**config.mk**
```make
export PLATFORM = sky130hd
export DESIGN_NAME = reg_file
export DESIGN_NICKNAME = d
export VERILOG_FILES = /design/src/reg_file.sv
export VERILOG_INCLUDE_DIRS = /design/src /design/src/src
export SDC_FILE = /design/constraint.sdc
export NUM_CORES = 2
export LEC_CHECK = 0
export BUFFER_PORTS_ARGS = -buffer_cell sky130_fd_sc_hd__buf_2
export CAP_MARGIN = 30
export CORE_MARGIN = 2
export CORE_UTILIZATION = 30
export DETAILED_ROUTE_END_ITERATION = 10
export GPL_ROUTABILITY_DRIVEN = 0
export PLACE_DENSITY = 0.45
export SYNTH_ARGS = -nofsm -noshare
export SYNTH_HDL_FRONTEND = slang
export SYNTH_SLANG_ARGS = --single-unit
```
**constraint.sdc**
```tcl
create_clock -name clk -period 4.7 [get_ports clk]
set_input_delay 0.94 -clock clk [delete_from_list [all_inputs] [get_ports clk]]
set_output_delay 0.94 -clock clk [all_outputs]
set_load 0.05 [all_outputs]
```
**src/dp_macros.svh**
```systemverilog
// datapath macros: data width, register count and data memory depth
`ifndef DP_MACROS_SVH
`define DP_MACROS_SVH

// data path width in bits
`define DP_XLEN 32

// architectural registers, x0 included
`define DP_NREGS 32

// data memory depth in 32-bit words
// 128 words -> 7-bit word address, byte addresses 0..511
`define DP_DMEM_WORDS 128

`endif

```
**src/reg_file.sv**
```systemverilog
// register file: 32 entries, two combinational reads, one clocked write
`timescale 1ns/1ps
`include "dp_macros.svh"

module reg_file (
    input  logic                clk,
    input  logic                arst_n,
    input  logic [4:0]          rs1_addr,
    input  logic [4:0]          rs2_addr,
    output logic [`DP_XLEN-1:0] rs1_data,
    output logic [`DP_XLEN-1:0] rs2_data,
    input  logic                rf_we,
    input  logic [4:0]          rf_waddr,
    input  logic [`DP_XLEN-1:0] rf_wdata
);

    // x0 has no storage
    logic [`DP_XLEN-1:0] regs [1:`DP_NREGS-1];

    always_ff @(posedge clk or negedge arst_n) begin
        if (!arst_n) begin
            for (int i = 1; i < `DP_NREGS; i++) begin
                regs[i] <= '0;
            end
        end else if (rf_we && rf_waddr != 5'd0) begin
            regs[rf_waddr] <= rf_wdata;
        end
    end

    // x0 reads zero
    assign rs1_data = (rs1_addr == 5'd0) ? '0 : regs[rs1_addr];
    assign rs2_data = (rs2_addr == 5'd0) ? '0 : regs[rs2_addr];

endmodule

```
==> flow_metrics.env <==
export IMPL_drt_pre_antenna_iters=5
export IMPL_drv_slew=0
export IMPL_finalSetupTns_ps=0
export IMPL_critPathArrivalTime_ps=3310
export IMPL_syn2layout_area_growth_pct=14.9
export IMPL_grt_pass1_wl_um=275000
export IMPL_pin_count=114
export IMPL_status="finished clean"
export IMPL_cts_setup_buffers=0
export IMPL_timing_final_crit_share_pct=90.5
export IMPL_cts_buffers=116
export IMPL_synthesis_area_mm2=0.0535
export IMPL_design_area_mm2=0.0615
export IMPL_crit_chain="buf_8 > buf_4 > nor2_1 > a22oi_1 > nand3_1 > o21a_1 > buf_2"
export IMPL_slowest_stage="nor2_1"
export IMPL_yosysWarnings=0
export IMPL_place_port_buffers=113
export IMPL_cpLargestDelayFamily="simple AND/OR/NAND/NOR gates"
export IMPL_die_w_um=426
export IMPL_cp_start_kind="input port"
export IMPL_post_synth_cell_area_avg_um2=14.8
export IMPL_rows=154
export IMPL_cp_slowest_stage_delay_ps=870
export IMPL_insertion_delay_ps=750
export IMPL_fmax_ghz=0.235
export IMPL_min_path_type="input port to async pin"
export IMPL_r2r_slack_ps=3890
export IMPL_yosys_cell_types_count=46
export IMPL_fin_worst_skew_ps=0
export IMPL_grt_antenna_before_repair=17
export IMPL_yosysMostFrequentCell="mux2_2"
export IMPL_relSlewSlack_pct=27.1
export IMPL_grt_pass1_vias=35500
export IMPL_seq_area_frac_synth_pct=46.4
export IMPL_place_inst=5847
export IMPL_drc=0
export IMPL_synth_edf_count=0
export IMPL_grt_max_degree=104
export IMPL_clockBufferDepth=3
export IMPL_post_route_min_period_ps=4250
export IMPL_largest_reg_flops=992
export IMPL_core_area_mm2=0.177
export IMPL_gr_total_overflow=0
export IMPL_synth_cells=3612
export IMPL_ys_ff_latch=992
export IMPL_crit_path_end_kind="primary output"
export IMPL_leakage_nw=26.5
export IMPL_hold_ws_ps=237
export IMPL_synthTopCellsByCount="mux2_2, dfrtp_1, mux4_2, mux2i_1, buf_2"
export IMPL_synth_nets=3662
export IMPL_rsz0062_at_grt="no"
export IMPL_ant_nets=0
export IMPL_via_count=33500
export IMPL_cts_tree="built"
export IMPL_finalSetupViolations=0
export IMPL_dieArea_mm2=0.182
export IMPL_criticalPathCategory="input port to primary output"
export IMPL_cts_root_buf="clkbuf_16"
export IMPL_largest_register="regs"
export IMPL_synthArstFlopShare_pct=100
export IMPL_drive_above_1_share_pct=52.0
export IMPL_cp_required_ps=3760
export IMPL_dp_hpwl_um=114000
export IMPL_final_nets=3675
export IMPL_drtIter0Drc=2198
export IMPL_stdcell_count=6055
export IMPL_max_vdd_ir_drop_mv=0.294
export IMPL_worst_path_max_fanout=21
export IMPL_synth_area_top_cells="dfrtp_1, mux2_2, mux4_2, mux2i_1, buf_2"
export IMPL_total_power_mw=26.2
export IMPL_top_regs="regs x992"
export IMPL_die_y_um=426
export IMPL_routed_wl_um=191000
export IMPL_holdBufCountCts=0
export IMPL_clk_pin_slew_ps=60
export IMPL_clkSinkCount=992
export IMPL_h_tree_depth=3
export IMPL_vias_per_cell=5.54
export IMPL_track_usage_pct=21.0
export IMPL_placed_cell_area_mm2=0.0578
export IMPL_initial_core_util_pct=30.3
export IMPL_synth_top_cell_area_share_pct=46.4
export IMPL_yosys_area_top_type="dfrtp_1"
export IMPL_hold_viol_final=0
export IMPL_post_cts_resized=0
export IMPL_worst_pin_slew_ps=1090
export IMPL_routedWlPerCell_um=31.6
export IMPL_power_density_mw_per_mm2=426
export IMPL_crit_buf_inv=3
export IMPL_max_cap_violations=0
export IMPL_synth_main_ff_cell="dfrtp_1"
## cells by family (layout without fill, tap and decap cells)
| kind of cell | after synthesis | count (layout) | synth area share (%) |
|---|---|---|---|
| DFF | 992 | 992 | 46.4 |
| other | 0 | 1 | 0 |
| AOI/OAI and AO/OA | 303 | 303 | 4.51 |
| and+or+nand+nor | 203 | 203 | 2.05 |
| muxes | 1713 | 1713 | 43.4 |
| buffers and inverters | 401 | 503 | 3.66 |
## cell type report
class | count | area, um^2
inverter | 9 | 33.8
tap | 2340 | 2930
fill | 17000 | 115000
clock inverter | 29 | 260
antenna | 1 | 2.50
clock buffer | 178 | 3440
timing repair buffer | 287 | 2990
sequential | 992 | 24800
multi-input combinational | 2219 | 27000
## path summary, 6_finish.rpt
check                                      start                    end  cells after the start
setup reg to reg           regs[610]$_DFFE_PN0P_  regs[610]$_DFFE_PN0P_                      1
min in group clk           regs[796]$_DFFE_PN0P_  regs[796]$_DFFE_PN0P_                      1
hold / removal                            arst_n  regs[195]$_DFFE_PN0P_                      1
hold reg to reg            regs[796]$_DFFE_PN0P_  regs[796]$_DFFE_PN0P_                      1
max in group asynchronous                 arst_n  regs[463]$_DFFE_PN0P_                      3
setup / recovery                     rs1_addr[1]            rs1_data[9]                      7
## through the flow
| stage | setup slack (ps) | util, % |
|---|---|---|
| after floorplan | 599 | - |
| after global placement | 520 | 32.6 |
| after detailed placement | 537 | 32.7 |
| after CTS | 534 | 34.8 |
| after global routing | 440 | 34.8 |
| final | 448 | 34.8 |
## placed cells by master (no fill, tap or decap), drive strengths merged, types with 22 or more instances in the layout
cell    count
a221oi     43
a22oi     102
and3       29
buf       286
clkbuf    179
clkinv     22
dfrtp     992
mux2     1069
mux2i     267
mux4      377
nor2       34
nor2b      44
nor3       33
o211ai     32
o31a       28
## routing by layer
| metal | GRT usage (%) | part of all wire (%) | vias up |
|---|---|---|---|
| met5 | 0 | 0.014 | - |
| met4 | 5.81 | 2.7 | 4 |
| met3 | 2.38 | 3.6 | 244 |
| met2 | 36.7 | 51 | 770 |
| met1 | 27.5 | 43 | 18500 |
| li1 | - | - | 14000 |
## where the power goes
| part | internal, mW | switching, mW | leakage [nW] |
|---|---|---|---|
| Clock | 5.16 | 3.81 | 1.83 |
| Sequential | 10.2 | 1.24 | 12.7 |
| Combinational | 3.23 | 2.53 | 12.0 |
(Power assumes the default switching activity.)
