$ cat config.mk
export PLATFORM = sky130hd
export DESIGN_NAME = operand_stage_flat
export DESIGN_NICKNAME = d
export VERILOG_FILES = /design/src/dp_pkg.sv /design/src/operand_if.sv /design/src/operand_stage.sv /design/src/flat_wrapper.sv
export VERILOG_INCLUDE_DIRS = /design/src /design/src/src
export SDC_FILE = /design/constraint.sdc
export NUM_CORES = 1
export LEC_CHECK = 0
export ABC_AREA = 1
export BUFFER_PORTS_ARGS = -buffer_cell sky130_fd_sc_hd__buf_2
export CORE_AREA = 2 2 122 124
export DETAILED_ROUTE_END_ITERATION = 12
export DIE_AREA = 0 0 124 126
export PLACE_DENSITY = 0.65
export SKIP_CTS_REPAIR_TIMING = 1
export SLEW_MARGIN = 25
export SYNTH_ARGS = -nofsm -noshare
export SYNTH_HDL_FRONTEND = slang
export SYNTH_SLANG_ARGS = --single-unit
$ cat constraint.sdc
create_clock -name clk -period 1.5 [get_ports clk]
set_clock_uncertainty 0.15 [all_clocks]
set_input_delay 0.15 -clock clk [delete_from_list [all_inputs] [get_ports clk]]
set_output_delay 0.15 -clock clk [all_outputs]
set_load 0.03 [all_outputs]
$ cat src/dp_macros.svh
// datapath macros: data width, register count and data memory depth
`ifndef DP_MACROS_SVH
`define DP_MACROS_SVH

// data path width in bits
`define DP_XLEN 32

// architectural registers, x0 included
`define DP_NREGS 32

// data memory depth in 32-bit words
// 128 words -> 7-bit word address, byte addresses 0..511
`define DP_DMEM_WORDS 128

`endif

$ cat src/dp_pkg.sv
// datapath package: instruction type and function unit opcode enums
package dp_pkg;

    // decoded instruction class from the control unit
    // encoding fixed by the control unit, load is 0 .. jal is 8
    typedef enum logic [3:0] {
        inst_load  = 4'd0,
        inst_imm   = 4'd1,
        inst_store = 4'd2,
        inst_reg   = 4'd3,
        inst_lui   = 4'd4,
        inst_auipc = 4'd5,
        inst_brnch = 4'd6,
        inst_jalr  = 4'd7,
        inst_jal   = 4'd8
    } inst_type_e;

    // function unit operations
    typedef enum logic [3:0] {
        alu_add    = 4'd0,
        alu_sub    = 4'd1,
        alu_sll    = 4'd2,
        alu_slt    = 4'd3,
        alu_sltu   = 4'd4,
        alu_xor    = 4'd5,
        alu_srl    = 4'd6,
        alu_sra    = 4'd7,
        alu_or     = 4'd8,
        alu_and    = 4'd9,
        alu_pass_b = 4'd10
    } alu_op_e;

endpackage

$ cat src/operand_if.sv
// operand bus: one registered instruction from the operand stage to execute
`timescale 1ns/1ps
`include "dp_macros.svh"

interface operand_if;
    import dp_pkg::*;

    // one-cycle level per instruction, no ready
    logic                valid;
    inst_type_e          inst_type;
    logic [2:0]          fun3;
    logic                fun7;
    logic [4:0]          rd;
    // function unit operands
    logic [`DP_XLEN-1:0] a;
    logic [`DP_XLEN-1:0] b;
    // rs2 value kept for stores
    logic [`DP_XLEN-1:0] store_data;

    modport producer (
        output valid, inst_type, fun3, fun7, rd, a, b, store_data
    );

    modport consumer (
        input valid, inst_type, fun3, fun7, rd, a, b, store_data
    );

endinterface

$ cat src/operand_stage.sv
// operand stage: register read with bypass, operand select and pipeline register
`timescale 1ns/1ps
`include "dp_macros.svh"

module operand_stage (
    input  logic                clk,
    input  logic                arst_n,
    // decoded instruction from the control unit
    input  logic                issue,
    input  dp_pkg::inst_type_e  inst_type,
    input  logic [2:0]          fun3,
    input  logic                fun7,
    input  logic [4:0]          rd,
    input  logic [4:0]          rs1,
    input  logic [4:0]          rs2,
    input  logic [`DP_XLEN-1:0] pc,
    input  logic [`DP_XLEN-1:0] imm,
    // register file read ports
    output logic [4:0]          rs1_addr,
    output logic [4:0]          rs2_addr,
    input  logic [`DP_XLEN-1:0] rs1_data,
    input  logic [`DP_XLEN-1:0] rs2_data,
    // write port of the instruction in execute, for bypass
    input  logic                rf_we,
    input  logic [4:0]          rf_waddr,
    input  logic [`DP_XLEN-1:0] rf_wdata,
    operand_if.producer         op
);
    import dp_pkg::*;

    logic [`DP_XLEN-1:0] rs1_val;
    logic [`DP_XLEN-1:0] rs2_val;
    logic [`DP_XLEN-1:0] a_sel;
    logic [`DP_XLEN-1:0] b_sel;

    assign rs1_addr = rs1;
    assign rs2_addr = rs2;

    // execute writes at the same edge we sample, so forward its data
    assign rs1_val = (rf_we && rf_waddr != 5'd0 && rf_waddr == rs1) ? rf_wdata : rs1_data;
    assign rs2_val = (rf_we && rf_waddr != 5'd0 && rf_waddr == rs2) ? rf_wdata : rs2_data;

    always_comb begin
        // operand a: pc for pc-relative and link types
        case (inst_type)
            inst_auipc, inst_jalr, inst_jal: a_sel = pc;
            default:                         a_sel = rs1_val;
        endcase

        // operand b
        case (inst_type)
            // branch compare needs rs2
            inst_reg, inst_brnch: b_sel = rs2_val;
            // link value is pc + 4
            inst_jal, inst_jalr:  b_sel = `DP_XLEN'd4;
            default:              b_sel = imm;
        endcase
    end

    // valid only
    always_ff @(posedge clk or negedge arst_n) begin
        if (!arst_n) begin
            op.valid <= 1'b0;
        end else begin
            op.valid <= issue;
        end
    end

    // operand payload
    always_ff @(posedge clk) begin
        op.inst_type  <= inst_type;
        op.fun3       <= fun3;
        op.fun7       <= fun7;
        op.rd         <= rd;
        op.a          <= a_sel;
        op.b          <= b_sel;
        op.store_data <= rs2_val;
    end

endmodule

$ cat src/flat_wrapper.sv
// flat-port wrapper written by rule: the top's interface ports become plain ports
module operand_stage_flat import dp_pkg::*;
  (clk, arst_n, issue, inst_type, fun3, fun7, rd, rs1, rs2, pc, imm, rs1_addr, rs2_addr, rs1_data, rs2_data, rf_we, rf_waddr, rf_wdata, op_valid, op_inst_type, op_fun3, op_fun7, op_rd, op_a, op_b, op_store_data);
  operand_if op_i ();
  input  logic clk;
  input  logic arst_n;
  input  logic issue;
  input  dp_pkg::inst_type_e inst_type;
  input  logic [2:0] fun3;
  input  logic fun7;
  input  logic [4:0] rd;
  input  logic [4:0] rs1;
  input  logic [4:0] rs2;
  input  logic [`DP_XLEN-1:0] pc;
  input  logic [`DP_XLEN-1:0] imm;
  output logic [4:0] rs1_addr;
  output logic [4:0] rs2_addr;
  input  logic [`DP_XLEN-1:0] rs1_data;
  input  logic [`DP_XLEN-1:0] rs2_data;
  input  logic rf_we;
  input  logic [4:0] rf_waddr;
  input  logic [`DP_XLEN-1:0] rf_wdata;
  output wire logic [$bits(op_i.valid)-1:0] op_valid;
  output wire logic [$bits(op_i.inst_type)-1:0] op_inst_type;
  output wire logic [$bits(op_i.fun3)-1:0] op_fun3;
  output wire logic [$bits(op_i.fun7)-1:0] op_fun7;
  output wire logic [$bits(op_i.rd)-1:0] op_rd;
  output wire logic [$bits(op_i.a)-1:0] op_a;
  output wire logic [$bits(op_i.b)-1:0] op_b;
  output wire logic [$bits(op_i.store_data)-1:0] op_store_data;
  assign op_valid = op_i.valid;
  assign op_inst_type = op_i.inst_type;
  assign op_fun3 = op_i.fun3;
  assign op_fun7 = op_i.fun7;
  assign op_rd = op_i.rd;
  assign op_a = op_i.a;
  assign op_b = op_i.b;
  assign op_store_data = op_i.store_data;
  operand_stage u_core (.clk(clk), .arst_n(arst_n), .issue(issue), .inst_type(inst_type), .fun3(fun3), .fun7(fun7), .rd(rd), .rs1(rs1), .rs2(rs2), .pc(pc), .imm(imm), .rs1_addr(rs1_addr), .rs2_addr(rs2_addr), .rs1_data(rs1_data), .rs2_data(rs2_data), .rf_we(rf_we), .rf_waddr(rf_waddr), .rf_wdata(rf_wdata), .op(op_i));
endmodule
==> reports/summary.json, run 1 <==
{
  "run_status": {"value": "finished with violations"},
  "failing_checks": {"value": "negative hold slack"},
  "dp.final_hpwl": {"value": 12.9, "unit": "mm"},
  "grt_setup_unrepaired": {"value": "no"},
  "non_filler_instance_count_after_layout": {"value": 1263},
  "timing.hold.worst.class": {"value": "in2reg"},
  "die_h": {"value": 126, "unit": "µm"},
  "cts_tree": {"value": "done"},
  "share_clk_of_total_power": {"value": 30.8, "unit": "%"},
  "grt_start_max_net_pins": {"value": 33},
  "worst_setup_path_end_kind": {"value": "output pin"},
  "root_buffer": {"value": "sky130_fd_sc_hd__clkbuf_16"},
  "worst_setup_path_start_kind": {"value": "flop"},
  "share_of_post_route_cells_with_drive_strength_above_1": {"value": 33.6, "unit": "%"},
  "synth_adder_area_share": {"value": 0, "unit": "%"},
  "drt-vias-per-instance": {"value": 4.62},
  "synthMuxAreaShare": {"value": 0, "unit": "%"},
  "antenna_violations_before_repair": {"value": 0},
  "finalSetupViolations": {"value": 0},
  "synthesis.instances": {"value": 639},
  "combPwrFrac": {"value": 27.2, "unit": "%"},
  "gr-total-overflow": {"value": 0},
  "design_power_total": {"value": 7.67, "unit": "mW"},
  "power.density_cell_area": {"value": 932, "unit": "mW/mm²"},
  "hold-path-cell-count": {"value": 5},
  "gp_congestion": {"value": 0.847},
  "netlist-cell-type-count": {"value": 24},
  "period_needed": {"value": 1.21, "unit": "ns"},
  "synth_area": {"value": 0.00470, "unit": "mm²"},
  "main_combinational_cell_family_by_area_after_synthesis": {"value": "simple AND/OR/NAND/NOR gates"},
  "drc_errors": {"value": 0},
  "number_of_buffers_inserted_during_clock_tree_synthesis": {"value": 9},
  "critical_path.slowest_cell": {"value": "sky130_fd_sc_hd__dfxtp_1"},
  "post-place-cells": {"value": 1115},
  "path_max_fanout": {"value": 1},
  "totalWireLength": {"value": 19.2, "unit": "mm"},
  "drt_iter0_drc": {"value": 301},
  "synthesis.area_per_instance": {"value": 7.36, "unit": "µm²"},
  "timing.critical_path.slowest_cell_delay": {"value": 0.36, "unit": "ns"},
  "path_delay_family": {"value": "flip-flops"},
  "yosys_warnings": {"value": 0},
  "io_buffer_count": {"value": 311},
  "ioPinCount": {"value": 312},
  "cts.htree.levels": {"value": 3},
  "hold_viol": {"value": 14},
  "synth-seq-cells": {"value": 110},
  "count_of_cell_instances_traversed_by_the_critical_path": {"value": 1},
  "grt_pass1_vias": {"value": 4991},
  "slew_viol_final": {"value": 0},
  "worstMarginPinSlew": {"value": 0.270, "unit": "ns"},
  "antenna-diode-count": {"value": 0},
  "cp_num_buf_inv": {"value": 1},
  "timing.critical_path.cells": {"value": "buf_2"},
  "cellLeakagePower": {"value": 4.55, "unit": "nW"},
  "vdd_ir_drop_max": {"value": 0.751, "unit": "mV"},
  "synth_nets": {"value": 831},
  "wire_per_inst": {"value": 15.2, "unit": "µm"},
  "share_of_the_synthesized_area_in_compound_gates_ao_oa_aoi_oai": {"value": 0.186, "unit": "%"},
  "p_int": {"value": 5.21, "unit": "mW"},
  "cp_data_arrival_time": {"value": 0.91, "unit": "ns"},
  "synthSimpleGateAreaFrac": {"value": 37.1, "unit": "%"},
  "sw_ratio": {"value": 32.1, "unit": "%"},
  "clk_pin_slew_worst_paths": {"value": 0.08, "unit": "ns"},
  "final_core_util": {"value": 57.5, "unit": "%"},
  "floorplan.die_area": {"value": 0.0156, "unit": "mm²"},
  "cts-root-to-sink-buffers": {"value": 2},
  "post-route-period-util": {"value": 80.9, "unit": "%"},
  "floorplan.rows": {"value": 44},
  "synth-xor-area-share": {"value": 1.68, "unit": "%"},
  "worstPathRequired": {"value": 1.20, "unit": "ns"},
  "die_width": {"value": 124, "unit": "µm"},
  "hold-worst-slack": {"value": -0.0511, "unit": "ns"},
  "firstDrtPassIters": {"value": 5},
  "switchingPower": {"value": 2.47, "unit": "mW"},
  "worst-setup-path-type": {"value": "reg2out"},
  "post_synthesis_to_final_layout_area_growth": {"value": 75.1, "unit": "%"},
  "cts.sinks": {"value": 110},
  "pwr-share-seq": {"value": 42.0, "unit": "%"},
  "finalNetCount": {"value": 1266},
  "start_util": {"value": 32.8, "unit": "%"},
  "grt_first_pass_wirelength": {"value": 24.4, "unit": "mm"},
  "area_inside_the_core_boundary": {"value": 0.0143, "unit": "mm²"},
  "ys_seq_area_share": {"value": 47.0, "unit": "%"},
  "max_freq": {"value": 824, "unit": "MHz"},
  "grtUsageTotal": {"value": 20.5, "unit": "%"},
  "worst_slew_margin_relative_to_its_limit": {"value": 81.9, "unit": "%"},
  "vias": {"value": 5836},
  "postRouteAntennaNets": {"value": 0},
  "max-cap-violations": {"value": 0}
}
-- per-layer routing --
layer	up-vias	global-route usage, %	share of wire, %
met2	328	36.5	51
met3	61	5.80	8.6
met5	-	0	0
met4	0	10.0	4.0
li1	2822	-	-
met1	2625	21.9	36
-- cell families after synthesis --
group / count (synthesis)
flops: 110
buf+inv: 146
simple gates: 373
compound gates: 1
xor+xnor: 9
-- metrics by stage --
stage	worst slack, ns	TNS [ns]	area [µm²]
2_1_floorplan	0.237	0	4700
3_3_place_gp	-0.0135	-0.0187	6620
3_5_place_dp	-0.0238	-0.0697	6620
4_1_cts	0.277	0	6910
5_1_grt	0.209	0	8230
6_report	0.287	0	8230
-- cell usage after synthesis --
library cell	instances	share of area, %
sky130_fd_sc_hd__clkbuf_1	6	0.48
sky130_fd_sc_hd__nand2_2	2	0.27
sky130_fd_sc_hd__nand4_1	32	4.3
sky130_fd_sc_hd__nor3_2	1	0.21
sky130_fd_sc_hd__nand3b_1	2	0.32
sky130_fd_sc_hd__xnor2_1	4	0.75
sky130_fd_sc_hd__nor2_1	3	0.24
sky130_fd_sc_hd__or2_2	1	0.13
sky130_fd_sc_hd__inv_1	101	8.1
sky130_fd_sc_hd__or2_1	1	0.13
sky130_fd_sc_hd__xor2_1	5	0.93
sky130_fd_sc_hd__inv_2	2	0.16
sky130_fd_sc_hd__and2_1	31	4.1
sky130_fd_sc_hd__nor2_2	1	0.13
sky130_fd_sc_hd__dfrtp_1	1	0.53
sky130_fd_sc_hd__nor2_4	3	0.72
sky130_fd_sc_hd__nand2_1	198	16
sky130_fd_sc_hd__buf_6	6	1.4
sky130_fd_sc_hd__dfxtp_1	109	46
sky130_fd_sc_hd__buf_4	13	2.1
sky130_fd_sc_hd__a21oi_2	1	0.19
sky130_fd_sc_hd__nand3_1	97	10
sky130_fd_sc_hd__nand3_4	1	0.37
sky130_fd_sc_hd__buf_2	18	1.9
-- layout by cell type (no fill, tap or decap), drive strengths merged, types with 4 or more instances in the layout --
cell	synthesis	final
xor2	5	5
inv	103	104
clkbuf	6	11
and2	31	31
nand2	200	200
xnor2	4	4
nor2	7	7
nand4	32	32
nand3	98	98
dfxtp	109	109
dlygate4sd3	0	132
buf	37	335
-- sequential cells by signal, indices dropped and copies added (netlist names) --
register / cells
u_core.op.a: 32
u_core.op.b: 32
u_core.op.rd: 5
u_core.op.fun7: 1
u_core.op.fun3: 3
u_core.op.inst_type: 4
u_core.op.store_data: 32
u_core.op.valid: 1
-- power by group through the flow --
stage | Sequential [mW] | Combinational (mW) | Clock [mW]
after floorplan | 3.78 | 0.534 | 0
after global placement | 3.29 | 1.77 | 0
after detailed placement | 3.29 | 1.78 | 0
after CTS | 3.22 | 1.78 | 2.39
after global routing | 3.25 | 2.23 | 2.54
final | 3.23 | 2.08 | 2.36
-- final timing paths --
check                                            startpoint                         to
min                                            rs1_data[17]    u_core.op.a[17]$_DFF_P_
max                        u_core.op.store_data[23]$_DFF_P_          op_store_data[23]
max in group asynchronous                            arst_n  u_core.op.valid$_DFF_PN0_
min in group asynchronous                            arst_n  u_core.op.valid$_DFF_PN0_
-- layout make-up --
class                      instances  area (µm²)
clock inverter                     5        43.8
inverter                         103         387
tap                              184         230
fill                            1268        6080
multi-input combinational        383        1850
sequential                       110        2210
clock buffer                      11         243
timing repair buffer             467        3270
No activity file was read; power rests on OpenSTA's default activity.
==> run 2: changes to the inputs <==
--- a/config.mk
+++ b/config.mk
@@ -8,10 +8,9 @@
 export LEC_CHECK = 0
 export ABC_AREA = 1
 export BUFFER_PORTS_ARGS = -buffer_cell sky130_fd_sc_hd__buf_2
-export CORE_AREA = 2 2 122 124
+export CORE_AREA = 2 2 123 125
 export DETAILED_ROUTE_END_ITERATION = 12
-export DIE_AREA = 0 0 124 126
-export PLACE_DENSITY = 0.65
+export DIE_AREA = 0 0 125 127
 export SKIP_CTS_REPAIR_TIMING = 1
 export SLEW_MARGIN = 25
 export SYNTH_ARGS = -nofsm -noshare
==> constraint.sdc (replaced) <==
create_clock -name clk -period 1.25 [get_ports clk]
set_clock_uncertainty 0.15 [all_clocks]
set_input_delay 0.125 -clock clk [delete_from_list [all_inputs] [get_ports clk]]
set_output_delay 0.125 -clock clk [all_outputs]
set_load 0.03 [all_outputs]
==> run 2 against run 1 <==
  * The run still ends with negative hold slack left
  * Combinational power grew 22%
  * Critical path depth is the same
  * Core utilization grew 1.3 points
  * Sequential share of layout area shrank 0.80 points
  * Wire length grew 0.21%
  * Critical path type unchanged
  * Highest routed layer unchanged
==> reports/summary.json, run 2 (same netlist as run 1, synthesis figures left out) <==
{
  "share_of_post_route_cells_with_drive_strength_above_1": {"value": 33.5, "unit": "%", "change": "was 33.6%"},
  "path_delay_family": {"value": "flip-flops", "change": "unchanged"},
  "cp_data_arrival_time": {"value": 0.92, "unit": "ns", "change": "was 0.91 ns"},
  "worst_slew_margin_relative_to_its_limit": {"value": 82.7, "unit": "%", "change": "was 81.9%"},
  "grt_first_pass_wirelength": {"value": 25.5, "unit": "mm", "change": "was 24.4 mm"},
  "die_width": {"value": 125, "unit": "µm", "change": "was 124 µm"},
  "drt-vias-per-instance": {"value": 4.54, "change": "was 4.62"},
  "mostFrequentLayoutCells": {"value": "sky130_fd_sc_hd__buf_2 (311), sky130_fd_sc_hd__nand2_1 (198), sky130_fd_sc_hd__dlygate4sd3_1 (152), sky130_fd_sc_hd__dfxtp_1 (109), sky130_fd_sc_hd__inv_1 (101)", "change": "was sky130_fd_sc_hd__buf_2 (311), sky130_fd_sc_hd__nand2_1 (198), sky130_fd_sc_hd__dlygate4sd3_1 (132), sky130_fd_sc_hd__dfxtp_1 (109), sky130_fd_sc_hd__inv_1 (101)"},
  "vdd_ir_drop_max": {"value": 0.688, "unit": "mV", "change": "was 0.751 mV"},
  "worst_setup_path_start_kind": {"value": "flop", "change": "unchanged"},
  "max_freq": {"value": 835, "unit": "MHz"},
  "grtUsageTotal": {"value": 20.3, "unit": "%", "change": "was 20.5%"},
  "vias": {"value": 5855, "change": "was 5,836"},
  "floorplan.die_area": {"value": 0.0159, "unit": "mm²", "change": "was 0.0156 mm²"},
  "drc_errors": {"value": 0, "change": "unchanged"},
  "cellLeakagePower": {"value": 4.67, "unit": "nW", "change": "was 4.55 nW"},
  "clk_pin_slew_worst_paths": {"value": 0.08, "unit": "ns", "change": "about the same"},
  "cts_tree": {"value": "done", "change": "unchanged"},
  "antenna_violations_before_repair": {"value": 0, "change": "unchanged"},
  "root_buffer": {"value": "sky130_fd_sc_hd__clkbuf_16", "change": "unchanged"},
  "grt_pass1_vias": {"value": 5074, "change": "was 4,991"},
  "period_needed": {"value": 1.20, "unit": "ns"},
  "ioPinCount": {"value": 312, "change": "unchanged"},
  "hold_viol": {"value": 17, "change": "was 14"},
  "dp_slack": {"value": -0.269, "unit": "ns", "change": "was -0.0238 ns"},
  "firstDrtPassIters": {"value": 5, "change": "unchanged"},
  "gr-total-overflow": {"value": 0, "change": "unchanged"},
  "io_buffer_count": {"value": 311, "change": "unchanged"},
  "totalWireLength": {"value": 19.2, "unit": "mm", "change": "about the same"},
  "cts.htree.levels": {"value": 3, "change": "unchanged"},
  "cts-root-to-sink-buffers": {"value": 2, "change": "unchanged"},
  "cts.sinks": {"value": 110, "change": "unchanged"},
  "hold-worst-slack": {"value": -0.0557, "unit": "ns", "change": "was -0.0511 ns"},
  "timing.hold.worst.class": {"value": "in2reg", "change": "unchanged"},
  "timing.critical_path.slowest_cell_delay": {"value": 0.36, "unit": "ns", "change": "about the same"},
  "design_power_total": {"value": 9.46, "unit": "mW", "change": "was 7.67 mW"},
  "worst_setup_path_end_kind": {"value": "output pin", "change": "unchanged"},
  "slew_viol_final": {"value": 0, "change": "unchanged"},
  "drt_iter0_drc": {"value": 274, "change": "was 301"},
  "area_inside_the_core_boundary": {"value": 0.0144, "unit": "mm²", "change": "was 0.0143 mm²"},
  "layout.cells.most_common": {"value": "sky130_fd_sc_hd__buf_2", "change": "unchanged"},
  "path_max_fanout": {"value": 1, "change": "unchanged"},
  "dp.final_hpwl": {"value": 13.2, "unit": "mm", "change": "was 12.9 mm"},
  "worstMarginPinSlew": {"value": 0.259, "unit": "ns", "change": "was 0.270 ns"},
  "layout_top_registers": {"value": "u_core.op.a (32), u_core.op.b (32), u_core.op.store_data (32)", "change": "unchanged"},
  "run_status": {"value": "finished with violations", "change": "unchanged"},
  "gp_congestion": {"value": 0.809, "change": "was 0.847"},
  "finalSetupViolations": {"value": 0, "change": "unchanged"},
  "post_synthesis_to_final_layout_area_growth": {"value": 80.5, "unit": "%", "change": "was 75.1%"},
  "finalNetCount": {"value": 1292, "change": "was 1,266"},
  "max-cap-violations": {"value": 0, "change": "unchanged"},
  "postRouteAntennaNets": {"value": 0, "change": "unchanged"},
  "die_h": {"value": 127, "unit": "µm", "change": "was 126 µm"},
  "worstPathRequired": {"value": 0.98, "unit": "ns", "change": "was 1.20 ns"},
  "wire_per_inst": {"value": 14.9, "unit": "µm", "change": "was 15.2 µm"},
  "final_critical_path_setup_slack": {"value": 0.0523, "unit": "ns", "change": "was 0.287 ns"},
  "floorplan.rows": {"value": 44, "change": "unchanged"},
  "post-route-period-util": {"value": 95.8, "unit": "%"},
  "start_util": {"value": 32.6, "unit": "%", "change": "was 32.8%"},
  "worst-setup-path-type": {"value": "reg2out", "change": "unchanged"},
  "cp_num_buf_inv": {"value": 1, "change": "unchanged"},
  "grt_start_max_net_pins": {"value": 23, "change": "was 33"},
  "failing_checks": {"value": "negative hold slack", "change": "unchanged"},
  "power.density_cell_area": {"value": 1120, "unit": "mW/mm²", "change": "was 932 mW/mm²"},
  "timing.critical_path.cells": {"value": "buf_2", "change": "unchanged"},
  "critical_path.slowest_cell": {"value": "sky130_fd_sc_hd__dfxtp_1", "change": "unchanged"},
  "number_of_buffers_inserted_during_clock_tree_synthesis": {"value": 9, "change": "unchanged"}
}
==> run 2: cell types whose count changed in the layout (fill, tap and decap cells not counted), sizes merged <==
cell	delta
clkinv	-1
dlygate4sd3	+20
clkinvlp	-2
buf	+6
inv	+3
diode	+1
clkbuf	-1
bufinv	+1
==> run 2: layout make-up <==
cell class | instances | area (µm²)
fillers | 1249 | 5940
repair buffers | 493 | 3490
flip-flops and latches | 110 | 2210
multi-input cells | 383 | 1850
inverters | 103 | 387
clock buffers | 10 | 239
well taps | 184 | 230
clock inverters | 6 | 73.8
diodes | 1 | 2.50
==> run 2: report_power, final <==
group | internal (mW) | switching, mW | total [mW] | leakage [nW]
Sequential | 3.79 | 0.0818 | 3.87 | 0.931
Clock | 1.65 | 1.40 | 3.04 | 0.154
Combinational | 1.07 | 1.47 | 2.54 | 3.58
Total | 6.51 | 2.95 | 9.46 | 4.67
==> run 2: tightest hold or removal path, stage by stage <==
cell,delay [ns]
sky130_fd_sc_hd__buf_2,0.08
sky130_fd_sc_hd__inv_1,0.03
sky130_fd_sc_hd__nand2_1,0.07
sky130_fd_sc_hd__and2_1,0.11
==> run 2: per-stage QoR <==
step	hold slack [ns]	utilization [%]	instance area [µm²]	TNS, ns	cells
after detailed placement	-0.249	46.1	6640	-20.79	1121
after CTS	-0.637	48.2	6960	0	1137
after global routing	0.00231	58.8	8480	-0.00477	1289
final	-0.0557	58.8	8480	0	1290
after floorplan	-0.321	-	4700	0	639
after global placement	-0.250	46.1	6640	-19.26	1121
==> run 2: metal layers <==
metal  track usage [%]  up-vias  share of wire [%]
met5                 0        -                  0
met4              8.95        0                3.6
met3              5.99       56                8.2
met2              36.1      329                 51
met1              22.5     2589                 37
li1                  -     2881                  -
==> run 2: path summary, 6_finish.rpt <==
check | start | end | slack [ns] | depth (start not counted)
min | rs2_data[18] | u_core.op.store_data[18]$_DFF_P_ | -0.06 | 4
min in group asynchronous | arst_n | u_core.op.valid$_DFF_PN0_ | 0.46 | 3
max | u_core.op.a[0]$_DFF_P_ | op_a[0] | 0.05 | 1
max in group asynchronous | arst_n | u_core.op.valid$_DFF_PN0_ | 0.39 | 3
